===== src/source/vec_pkg.sv =====
`default_nettype none

package vec_pkg;

    // vector geometry
    localparam int DATA_W    = 10;                      // element width
    localparam int VEC_LEN   = 64;                      // elements per vector
    localparam int ADDR_W    = 6;                       // element address width
    localparam int AVG_SHIFT = 6;                       // log2(VEC_LEN), divides the sum
    localparam int ACC_W     = 32;                      // accumulator and result width

    // opcodes as carried in the low 3 bits of a command byte, 7 is ignored
    localparam logic [2:0] OP_WRITE  = 3'd0;
    localparam logic [2:0] OP_READ   = 3'd1;
    localparam logic [2:0] OP_SUM    = 3'd2;
    localparam logic [2:0] OP_AVG    = 3'd3;
    localparam logic [2:0] OP_EUC_SQ = 3'd4;
    localparam logic [2:0] OP_MAN    = 3'd5;
    localparam logic [2:0] OP_DOT    = 3'd6;

    // one-hot command vector, bit order follows the opcodes
    localparam int CMD_W      = 7;
    localparam int CMD_WRITE  = 0;
    localparam int CMD_READ   = 1;
    localparam int CMD_SUM    = 2;
    localparam int CMD_AVG    = 3;
    localparam int CMD_EUC_SQ = 4;
    localparam int CMD_MAN    = 5;
    localparam int CMD_DOT    = 6;

    // command view of a received byte
    typedef struct packed {
        logic       bram_sel;                           // 0 selects A, 1 selects B
        logic [3:0] unused;
        logic [2:0] op_code;
    } rx_cmd_t;

    // a received byte is either a command or a data byte
    typedef union packed {
        rx_cmd_t    cmd;
        logic [7:0] raw;
    } rx_byte_t;

endpackage

`default_nettype wire


===== src/source/vector_bram.sv =====
`timescale 1ns/1ns
`default_nettype none

module vector_bram import vec_pkg::*; (
    input  wire               clk,
    input  wire               we,
    input  wire  [ADDR_W-1:0] wr_addr,
    input  wire  [DATA_W-1:0] wr_data,
    input  wire  [ADDR_W-1:0] rd_addr,
    output logic [DATA_W-1:0] rd_data
);

    logic [DATA_W-1:0] mem [VEC_LEN];                   // element storage, contents not reset

    always_ff @(posedge clk) begin
        if (we) begin
            mem[wr_addr] <= wr_data;                    // write port
        end
        rd_data <= mem[rd_addr];                        // registered read, one cycle latency
    end

endmodule

`default_nettype wire


===== src/source/write_ctrl.sv =====
`timescale 1ns/1ns
`default_nettype none

module write_ctrl import vec_pkg::*; (
    input  wire               clk,
    input  wire               rst_n,
    input  wire               en,                       // write command held by the decoder
    input  wire               bram_sel,
    input  wire               rx_ready,
    input  wire  rx_byte_t    rx_data,
    output logic              we_a,
    output logic              we_b,
    output logic [ADDR_W-1:0] wr_addr,
    output logic [DATA_W-1:0] wr_data,
    output logic              write_done
);

    logic       hi_phase;                               // next byte is the high byte
    logic [7:0] lo_byte;                                // low byte of the pending element
    logic       we_any;

    assign we_any = we_a | we_b;

    // byte pairing and element assembly
    always_ff @(posedge clk or negedge rst_n) begin
        if (!rst_n) begin
            hi_phase <= 1'b0;
            we_a     <= 1'b0;
            we_b     <= 1'b0;
        end else begin
            we_a <= 1'b0;                               // write strobes last one cycle
            we_b <= 1'b0;
            if (!en) begin
                hi_phase <= 1'b0;                       // realign on every new write command
            end else if (rx_ready) begin
                hi_phase <= ~hi_phase;
                if (hi_phase) begin
                    we_a <= ~bram_sel;                  // 0 steers to A
                    we_b <= bram_sel;                   // 1 steers to B
                end
            end
        end
    end

    // payload registers
    always_ff @(posedge clk) begin
        if (en && rx_ready && !hi_phase) begin
            lo_byte <= rx_data.raw;
        end
        if (en && rx_ready && hi_phase) begin
            wr_data <= {rx_data.raw[DATA_W-9:0], lo_byte}; // upper 2 bits from the padded byte
        end
    end

    // write address counter, wraps after the last element
    always_ff @(posedge clk or negedge rst_n) begin
        if (!rst_n) begin
            wr_addr    <= '0;
            write_done <= 1'b0;
        end else begin
            write_done <= 1'b0;
            if (we_any) begin
                wr_addr <= wr_addr + 1'b1;              // natural wrap back to 0
                if (wr_addr == ADDR_W'(VEC_LEN - 1)) begin
                    write_done <= 1'b1;                 // whole vector stored
                end
            end
        end
    end

endmodule

`default_nettype wire


===== src/source/cmd_decoder.sv =====
`timescale 1ns/1ns
`default_nettype none

module cmd_decoder import vec_pkg::*; (
    input  wire              clk,
    input  wire              rst_n,
    input  wire              rx_ready,
    input  wire  rx_byte_t   rx_data,
    input  wire              op_done,
    output logic [CMD_W-1:0] command,
    output logic             bram_sel,
    output logic             command_ready,
    output logic             busy
);

    logic [CMD_W-1:0] dec_cmd;                          // one-hot of the incoming opcode
    logic             dec_valid;

    // opcode to one-hot
    always_comb begin
        dec_cmd = '0;
        case (rx_data.cmd.op_code)
            OP_WRITE:  dec_cmd[CMD_WRITE]  = 1'b1;
            OP_READ:   dec_cmd[CMD_READ]   = 1'b1;
            OP_SUM:    dec_cmd[CMD_SUM]    = 1'b1;
            OP_AVG:    dec_cmd[CMD_AVG]    = 1'b1;
            OP_EUC_SQ: dec_cmd[CMD_EUC_SQ] = 1'b1;
            OP_MAN:    dec_cmd[CMD_MAN]    = 1'b1;
            OP_DOT:    dec_cmd[CMD_DOT]    = 1'b1;
            default:   dec_cmd = '0;                    // opcode 7, no operation
        endcase
    end

    assign dec_valid = |dec_cmd;

    // idle/busy machine, busy is the state bit
    always_ff @(posedge clk or negedge rst_n) begin
        if (!rst_n) begin
            busy          <= 1'b0;
            command       <= '0;
            bram_sel      <= 1'b0;
            command_ready <= 1'b0;
        end else begin
            command_ready <= 1'b0;
            if (!busy) begin
                if (rx_ready && dec_valid) begin        // only idle bytes are commands
                    command       <= dec_cmd;
                    bram_sel      <= rx_data.cmd.bram_sel;
                    command_ready <= 1'b1;
                    busy          <= 1'b1;
                end
            end else if (op_done) begin
                command <= '0;                          // release the held command
                busy    <= 1'b0;
            end
        end
    end

endmodule

`default_nettype wire


===== src/source/input_interface.sv =====
`timescale 1ns/1ns
`default_nettype none

module input_interface import vec_pkg::*; (
    input  wire               clk,
    input  wire               rst_n,
    input  wire               rx_ready,
    input  wire  rx_byte_t    rx_data,
    input  wire  [ADDR_W-1:0] rd_addr,
    input  wire               exec_done,
    output logic [CMD_W-1:0]  command,
    output logic              bram_sel,
    output logic              command_ready,
    output logic              busy,
    output logic [DATA_W-1:0] data_a,
    output logic [DATA_W-1:0] data_b
);

    logic              we_a;
    logic              we_b;
    logic [ADDR_W-1:0] wr_addr;
    logic [DATA_W-1:0] wr_data;
    logic              write_done;
    logic              op_done;

    assign op_done = exec_done | write_done;            // either side ends the command

    cmd_decoder u_cmd_decoder (
        .clk           (clk),
        .rst_n         (rst_n),
        .rx_ready      (rx_ready),
        .rx_data       (rx_data),
        .op_done       (op_done),
        .command       (command),
        .bram_sel      (bram_sel),
        .command_ready (command_ready),
        .busy          (busy)
    );

    write_ctrl u_write_ctrl (
        .clk        (clk),
        .rst_n      (rst_n),
        .en         (command[CMD_WRITE]),               // data bytes only while writing
        .bram_sel   (bram_sel),
        .rx_ready   (rx_ready),
        .rx_data    (rx_data),
        .we_a       (we_a),
        .we_b       (we_b),
        .wr_addr    (wr_addr),
        .wr_data    (wr_data),
        .write_done (write_done)
    );

    vector_bram mem_a (
        .clk     (clk),
        .we      (we_a),
        .wr_addr (wr_addr),
        .wr_data (wr_data),
        .rd_addr (rd_addr),
        .rd_data (data_a)
    );

    vector_bram mem_b (
        .clk     (clk),
        .we      (we_b),
        .wr_addr (wr_addr),
        .wr_data (wr_data),
        .rd_addr (rd_addr),
        .rd_data (data_b)
    );

endmodule

`default_nettype wire


===== src/source/vec_execute.sv =====
`timescale 1ns/1ns
`default_nettype none

module vec_execute import vec_pkg::*; (
    input  wire               clk,
    input  wire               rst_n,
    input  wire  [CMD_W-1:0]  command,
    input  wire               bram_sel,
    input  wire               command_ready,
    input  wire  [DATA_W-1:0] data_a,
    input  wire  [DATA_W-1:0] data_b,
    input  wire               sender_busy,
    output logic [ADDR_W-1:0] rd_addr,
    output logic [ACC_W-1:0]  result,
    output logic              result_valid,
    output logic [DATA_W-1:0] elem,
    output logic              elem_valid,
    output logic              last
);

    logic                running;                       // sweep in progress
    logic                issue;                         // address taken this cycle
    logic                read_mode;
    logic                data_vld;                      // memory data belongs to the sweep
    logic                data_last;                     // it is element VEC_LEN-1
    logic [DATA_W-1:0]   sel_elem;
    logic [DATA_W-1:0]   abs_diff;
    logic [2*DATA_W-1:0] sq;
    logic [2*DATA_W-1:0] prod;
    logic [ACC_W-1:0]    term;
    logic [ACC_W-1:0]    acc;
    logic [ACC_W-1:0]    acc_next;

    assign read_mode = command[CMD_READ];
    // a read keeps one element in flight and waits on the sender
    assign issue = running & ~(read_mode & (sender_busy | data_vld));

    // per-element term
    always_comb begin
        sel_elem = bram_sel ? data_b : data_a;
        abs_diff = (data_a >= data_b) ? data_a - data_b : data_b - data_a;
        sq       = abs_diff * abs_diff;
        prod     = data_a * data_b;
        term     = '0;
        if (command[CMD_SUM] || command[CMD_AVG]) begin
            term = {{(ACC_W-DATA_W){1'b0}}, sel_elem};
        end else if (command[CMD_EUC_SQ]) begin
            term = {{(ACC_W-2*DATA_W){1'b0}}, sq};      // sum of squares, no root
        end else if (command[CMD_MAN]) begin
            term = {{(ACC_W-DATA_W){1'b0}}, abs_diff};
        end else if (command[CMD_DOT]) begin
            term = {{(ACC_W-2*DATA_W){1'b0}}, prod};
        end
    end

    assign acc_next = acc + term;

    // address sweep, data lags the address by one cycle
    always_ff @(posedge clk or negedge rst_n) begin
        if (!rst_n) begin
            running      <= 1'b0;
            rd_addr      <= '0;
            data_vld     <= 1'b0;
            data_last    <= 1'b0;
            result_valid <= 1'b0;
        end else begin
            data_vld     <= issue;
            data_last    <= issue && (rd_addr == ADDR_W'(VEC_LEN - 1));
            result_valid <= data_vld && data_last && !read_mode; // one item per reduction
            if (command_ready && !command[CMD_WRITE]) begin
                running <= 1'b1;
                rd_addr <= '0;
            end else if (issue) begin
                rd_addr <= rd_addr + 1'b1;
                if (rd_addr == ADDR_W'(VEC_LEN - 1)) begin
                    running <= 1'b0;                    // last address issued
                end
            end
        end
    end

    // accumulator and final result
    always_ff @(posedge clk) begin
        if (command_ready) begin
            acc <= '0;
        end else if (data_vld) begin
            acc <= acc_next;
        end
        if (data_vld && data_last) begin
            result <= command[CMD_AVG] ? (acc_next >> AVG_SHIFT) : acc_next; // truncating average
        end
    end

    // element stream for read
    assign elem       = sel_elem;
    assign elem_valid = data_vld & read_mode;
    assign last       = data_last;

endmodule

`default_nettype wire


===== src/source/result_tx.sv =====
`timescale 1ns/1ns
`default_nettype none

module result_tx import vec_pkg::*; (
    input  wire               clk,
    input  wire               rst_n,
    input  wire  [ACC_W-1:0]  result,
    input  wire               result_valid,
    input  wire  [DATA_W-1:0] elem,
    input  wire               elem_valid,
    input  wire               last,
    input  wire               tx_ready,
    output logic [7:0]        tx_data,
    output logic              tx_start,
    output logic              sender_busy,
    output logic              op_done
);

    logic [ACC_W-1:0] shreg;                            // outgoing bytes, msb byte first
    logic [2:0]       cnt;                              // bytes still pending
    logic             fin;                              // current item ends the operation

    assign tx_data     = shreg[ACC_W-1:ACC_W-8];        // held while tx_ready is low
    assign tx_start    = (cnt != 3'd0) & tx_ready;
    assign sender_busy = (cnt != 3'd0);

    // byte counter and completion
    always_ff @(posedge clk or negedge rst_n) begin
        if (!rst_n) begin
            cnt     <= 3'd0;
            fin     <= 1'b0;
            op_done <= 1'b0;
        end else begin
            op_done <= 1'b0;
            if (result_valid) begin
                cnt <= 3'd4;                            // 32-bit result
                fin <= 1'b1;
            end else if (elem_valid) begin
                cnt <= 3'd2;                            // low byte, then padded high byte
                fin <= last;
            end else if (tx_start) begin
                cnt <= cnt - 1'b1;
                if (cnt == 3'd1 && fin) begin
                    op_done <= 1'b1;                    // cycle after the final tx_start
                end
            end
        end
    end

    // byte shift register
    always_ff @(posedge clk) begin
        if (result_valid) begin
            shreg <= result;
        end else if (elem_valid) begin
            shreg <= {elem[7:0], {(16-DATA_W){1'b0}}, elem[DATA_W-1:8], 16'h0000};
        end else if (tx_start) begin
            shreg <= shreg << 8;
        end
    end

endmodule

`default_nettype wire


===== src/source/vec_coproc_top.sv =====
`timescale 1ns/1ns
`default_nettype none

module vec_coproc_top import vec_pkg::*; (
    input  wire        clk,
    input  wire        rst_n,
    input  wire        rx_ready,
    input  wire        rx_byte_t rx_data,
    input  wire        tx_ready,
    output logic [7:0] tx_data,
    output logic       tx_start,
    output logic       busy
);

    logic [CMD_W-1:0]  command;
    logic              bram_sel;
    logic              command_ready;
    logic [ADDR_W-1:0] rd_addr;
    logic [DATA_W-1:0] data_a;
    logic [DATA_W-1:0] data_b;
    logic [ACC_W-1:0]  result;
    logic              result_valid;
    logic [DATA_W-1:0] elem;
    logic              elem_valid;
    logic              last;
    logic              sender_busy;
    logic              op_done;

    input_interface u_input_interface (
        .clk           (clk),
        .rst_n         (rst_n),
        .rx_ready      (rx_ready),
        .rx_data       (rx_data),
        .rd_addr       (rd_addr),
        .exec_done     (op_done),                       // sender marks the end of execution
        .command       (command),
        .bram_sel      (bram_sel),
        .command_ready (command_ready),
        .busy          (busy),
        .data_a        (data_a),
        .data_b        (data_b)
    );

    vec_execute u_vec_execute (
        .clk           (clk),
        .rst_n         (rst_n),
        .command       (command),
        .bram_sel      (bram_sel),
        .command_ready (command_ready),
        .data_a        (data_a),
        .data_b        (data_b),
        .sender_busy   (sender_busy),
        .rd_addr       (rd_addr),
        .result        (result),
        .result_valid  (result_valid),
        .elem          (elem),
        .elem_valid    (elem_valid),
        .last          (last)
    );

    result_tx u_result_tx (
        .clk          (clk),
        .rst_n        (rst_n),
        .result       (result),
        .result_valid (result_valid),
        .elem         (elem),
        .elem_valid   (elem_valid),
        .last         (last),
        .tx_ready     (tx_ready),
        .tx_data      (tx_data),
        .tx_start     (tx_start),
        .sender_busy  (sender_busy),
        .op_done      (op_done)
    );

endmodule

`default_nettype wire


===== config.mk =====
export PLATFORM = sky130hd
export DESIGN_NAME = vec_coproc_top
export DESIGN_NICKNAME = d
export VERILOG_FILES = /design/src/source/vec_pkg.sv /design/src/source/vector_bram.sv /design/src/source/write_ctrl.sv /design/src/source/cmd_decoder.sv /design/src/source/input_interface.sv /design/src/source/vec_execute.sv /design/src/source/result_tx.sv /design/src/source/vec_coproc_top.sv
export SDC_FILE = /design/constraint.sdc
export NUM_CORES = 2
export LEC_CHECK = 0
export BUFFER_PORTS_ARGS = -buffer_cell sky130_fd_sc_hd__buf_2
export CORE_ASPECT_RATIO = 1.5
export CORE_MARGIN = 8
export CORE_UTILIZATION = 50
export DETAILED_ROUTE_END_ITERATION = 7
export GPL_TIMING_DRIVEN = 0
export PLACE_DENSITY = 0.65
export SLEW_MARGIN = 10
export SYNTH_ARGS = -nofsm -noshare
export SYNTH_HDL_FRONTEND = slang
export SYNTH_SLANG_ARGS = --single-unit

===== constraint.sdc =====
create_clock -name clk -period 21.2 [get_ports clk]
set_input_delay 5.3 -clock clk [delete_from_list [all_inputs] [get_ports clk]]
set_output_delay 5.3 -clock clk [all_outputs]
set_load 0.01 [all_outputs]

==> impl_metrics.tcl <==
set metrics [dict create \
    cts_htree_levels 4 \
    grt_busiest_layer "met2" \
    post_synth_main_area_contributors "sky130_fd_sc_hd__edfxtp_1 (64%), sky130_fd_sc_hd__mux4_2 (15%), sky130_fd_sc_hd__fa_1 (3.5%)" \
    hold_class "reg2reg" \
    cts-buffers-inserted 134 \
    timing.critical_path.required_ns 21.69 \
    seq_area_frac_synth_pct 66.9 \
    failed_checks "DRC" \
    place_congestion 0.899 \
    gr-usage-all-layers_pct 23.3 \
    global_route.usage.met1_pct 25.6 \
    relSlewSlack_pct 8.30 \
    synthDistinctLibCells 82 \
    finalHoldViolations 0 \
    cp-end-kind "flop" \
    crit_top_cell "sky130_fd_sc_hd__inv_1" \
    detailroute.via_count 33200 \
    final-max-slew-violation-count 0 \
    globalRouteMet2Util_pct 43.0 \
    cts.reportedPaths.clkPinSlew_ns 0.06 \
    cts_tree "done" \
    area_of_the_core_um2 128000 \
    routed_wl_um 161000 \
    setup_viol_count_final 0 \
    timing_worst_setup_path_type "reg2reg" \
    dp_hpwl_um 118000 \
    yosysTopAreaCell "sky130_fd_sc_hd__edfxtp_1" \
    run_status "finished with violations" \
    netlist.area_leader.share_pct 63.9 \
    clock_sinks 1449 \
    grt_setup_unrepaired "false" \
    layout_worst_path_cycle_share_pct 58.0 \
    drc 2 \
    groute.layer.met3.usage_pct 3.60 \
    grt-ovfl-total 0 \
    dominantRegCellSynth "sky130_fd_sc_hd__edfxtp_1" \
    layout.cells.most_common "sky130_fd_sc_hd__edfxtp_1" \
    floorplan.die.height_um 454 \
    synthesis.nets 3857 \
    crit_path_max_incr_delay_ns 0.76 \
    most-common-layout-cells "sky130_fd_sc_hd__edfxtp_1 (1362), sky130_fd_sc_hd__mux4_2 (420), sky130_fd_sc_hd__nor2_1 (294)" \
    detail_route.first_pass.iterations 8 \
    wl_per_cell_um 28.8 \
    clockRootBuffer "sky130_fd_sc_hd__clkbuf_16" \
    clk_latency_ns 0.77 \
    syn2layout_area_growth_pct 12.1 \
    total_negative_slack_ns 0 \
    critical_path.slowest_cell "sky130_fd_sc_hd__xnor2_1" \
    synthArstFlopShare_pct 2.42 \
    cts-hold-fix-buffers 0 \
    initial_utilization_pct 50.1 \
    io_buffers 21 \
    worst_ep_arrival_time_ns 12.79 \
    design.portCount 22 \
    layout.cell_area.non_filler_um2 71700 \
    finish.net_count 4070 \
    finalWorstPathRequiredPeriod_ns 12.29 \
    place_area_um2 67400 \
    antenna_violating_nets_post_route 0 \
    grt_first_pass_wirelength_um 236000 \
    drv.max_cap_violation_count 0 \
    tightestPinTransition_ns 1.38 \
    vias_in_the_first_global_route 34700 \
    yosysWarningCount 0 \
    postSynthRegisterBits 1449 \
    placement_rows 161 \
    skew_ns 0.0323 \
    iteration_0_drc_markers 2742 \
    fraction_of_layout_instances_using_a_drive_strength_above_1_pct 20.0 \
    syn_area_um2 64000 \
    post_drt_via_cell_ratio 5.91 \
    timing.reg2reg.setup_slack_ns 8.91 \
    timing.hold.ws_ns 0.414 \
    cts_resized 0 \
    cp_max_fo 10 \
    floorplan.die_area_um2 140000 \
    fp.dieW_um 308 \
    max_freq_ghz 0.0813 \
    syn-instance-count 3576 \
    syn_avg_cell_area_um2 17.9 \
    antenna_violations_before_repair 5 \
    grt_start_max_net_pins 36 \
    synth_edf_count 1362 \
    cts_post_setup_buffers_inserted 0 \
    cts_max_path_buffers 3 \
    crit_path_start_kind "flop" \
]
-- final timing paths --
kind | start | end | cells after the start
hold reg to reg | u_input_interface.u_write_ctrl.lo_byte[5] | u_input_interface.u_write_ctrl.wr_data[5] | 0
max in group asynchronous | rst_n | u_vec_execute.rd_addr[2] | 1
setup reg to reg | u_input_interface.mem_a.rd_data[3] | u_vec_execute.result[24] | 39
min in group asynchronous | rst_n | u_result_tx.cnt[2] | 1
setup / recovery | u_input_interface.mem_a.rd_data[3] | u_vec_execute.result[24] | 39
hold / removal | u_input_interface.u_write_ctrl.lo_byte[5] | u_input_interface.u_write_ctrl.wr_data[5] | 0
-- routing by layer --
metal  part of all wire, %  routed length, um
met1                    34              54800
met5                 0.011                 18
met4                   6.5              10400
met2                    54              87500
met3                   5.4               8670
-- flip-flops by register name, summed over array words and instances, names as in the netlist, 6 cells and up --
signal                                   cells
u_input_interface.mem_a.mem                640
u_input_interface.mem_b.mem                640
u_result_tx.shreg                           32
u_vec_execute.acc                           32
u_vec_execute.result                        32
u_input_interface.mem_a.rd_data             10
u_input_interface.mem_b.rd_data             10
u_input_interface.u_write_ctrl.wr_data      10
u_input_interface.u_write_ctrl.lo_byte       8
u_input_interface.u_cmd_decoder.command      7
u_input_interface.u_write_ctrl.wr_addr       6
u_vec_execute.rd_addr                        6
-- logic make-up after synthesis --
kind of cell | synth area share, %
buf+inv | 2.39
fa+ha+maj | 6.59
compound gates | 2.69
simple gates | 4.41
mux | 15.6
flops | 66.9
xor+xnor | 1.45
-- cell usage after synthesis, drive strengths merged (38+ instances only) --
cell / count
a21oi: 69
dfxtp: 52
mux4: 420
inv: 206
fa: 113
nand2: 192
ha: 156
buf: 53
nor2: 295
clkbuf: 125
xnor2: 60
edfxtp: 1362
o21ai: 74
mux2i: 38
-- layout make-up --
class / instances / area (um^2)
Buffer: 178 / 753
Fill cell: 9823 / 56000
Clock buffer: 176 / 3590
Clock inverter: 65 / 688
Multi-Input combinational cell: 1741 / 19600
Timing Repair Buffer: 77 / 1300
Inverter: 208 / 781
Sequential cell: 1449 / 42800
Antenna cell: 6 / 15.0
Tap cell: 1711 / 2140
-- per-stage QoR --
stage | std cells | setup slack (ns) | utilization [%]
after floorplan | 3576 | 10.39 | -
after global placement | 5308 | 8.98 | 51.9
after detailed placement | 5364 | 8.94 | 52.8
after CTS | 5605 | 8.93 | 56.1
after global routing | 5606 | 8.30 | 56.2
final | 5611 | 8.91 | 56.2
-- worst max-delay path: cells and delay by family, from the launching register on --
kind / cells / cell delay (ns)
muxes: 2 / 0.22
AOI/OAI and AO/OA: 9 / 2.34
xor gates and xnor gates: 3 / 1.51
DFF: 1 / 0.36
adders and majority gates: 8 / 3.52
buffers and inverters: 9 / 1.94
and+or+nand+nor: 8 / 2.11
Power is not shown: default switching activity piles up to over one toggle a cycle in this logic, so the estimate is an artifact.
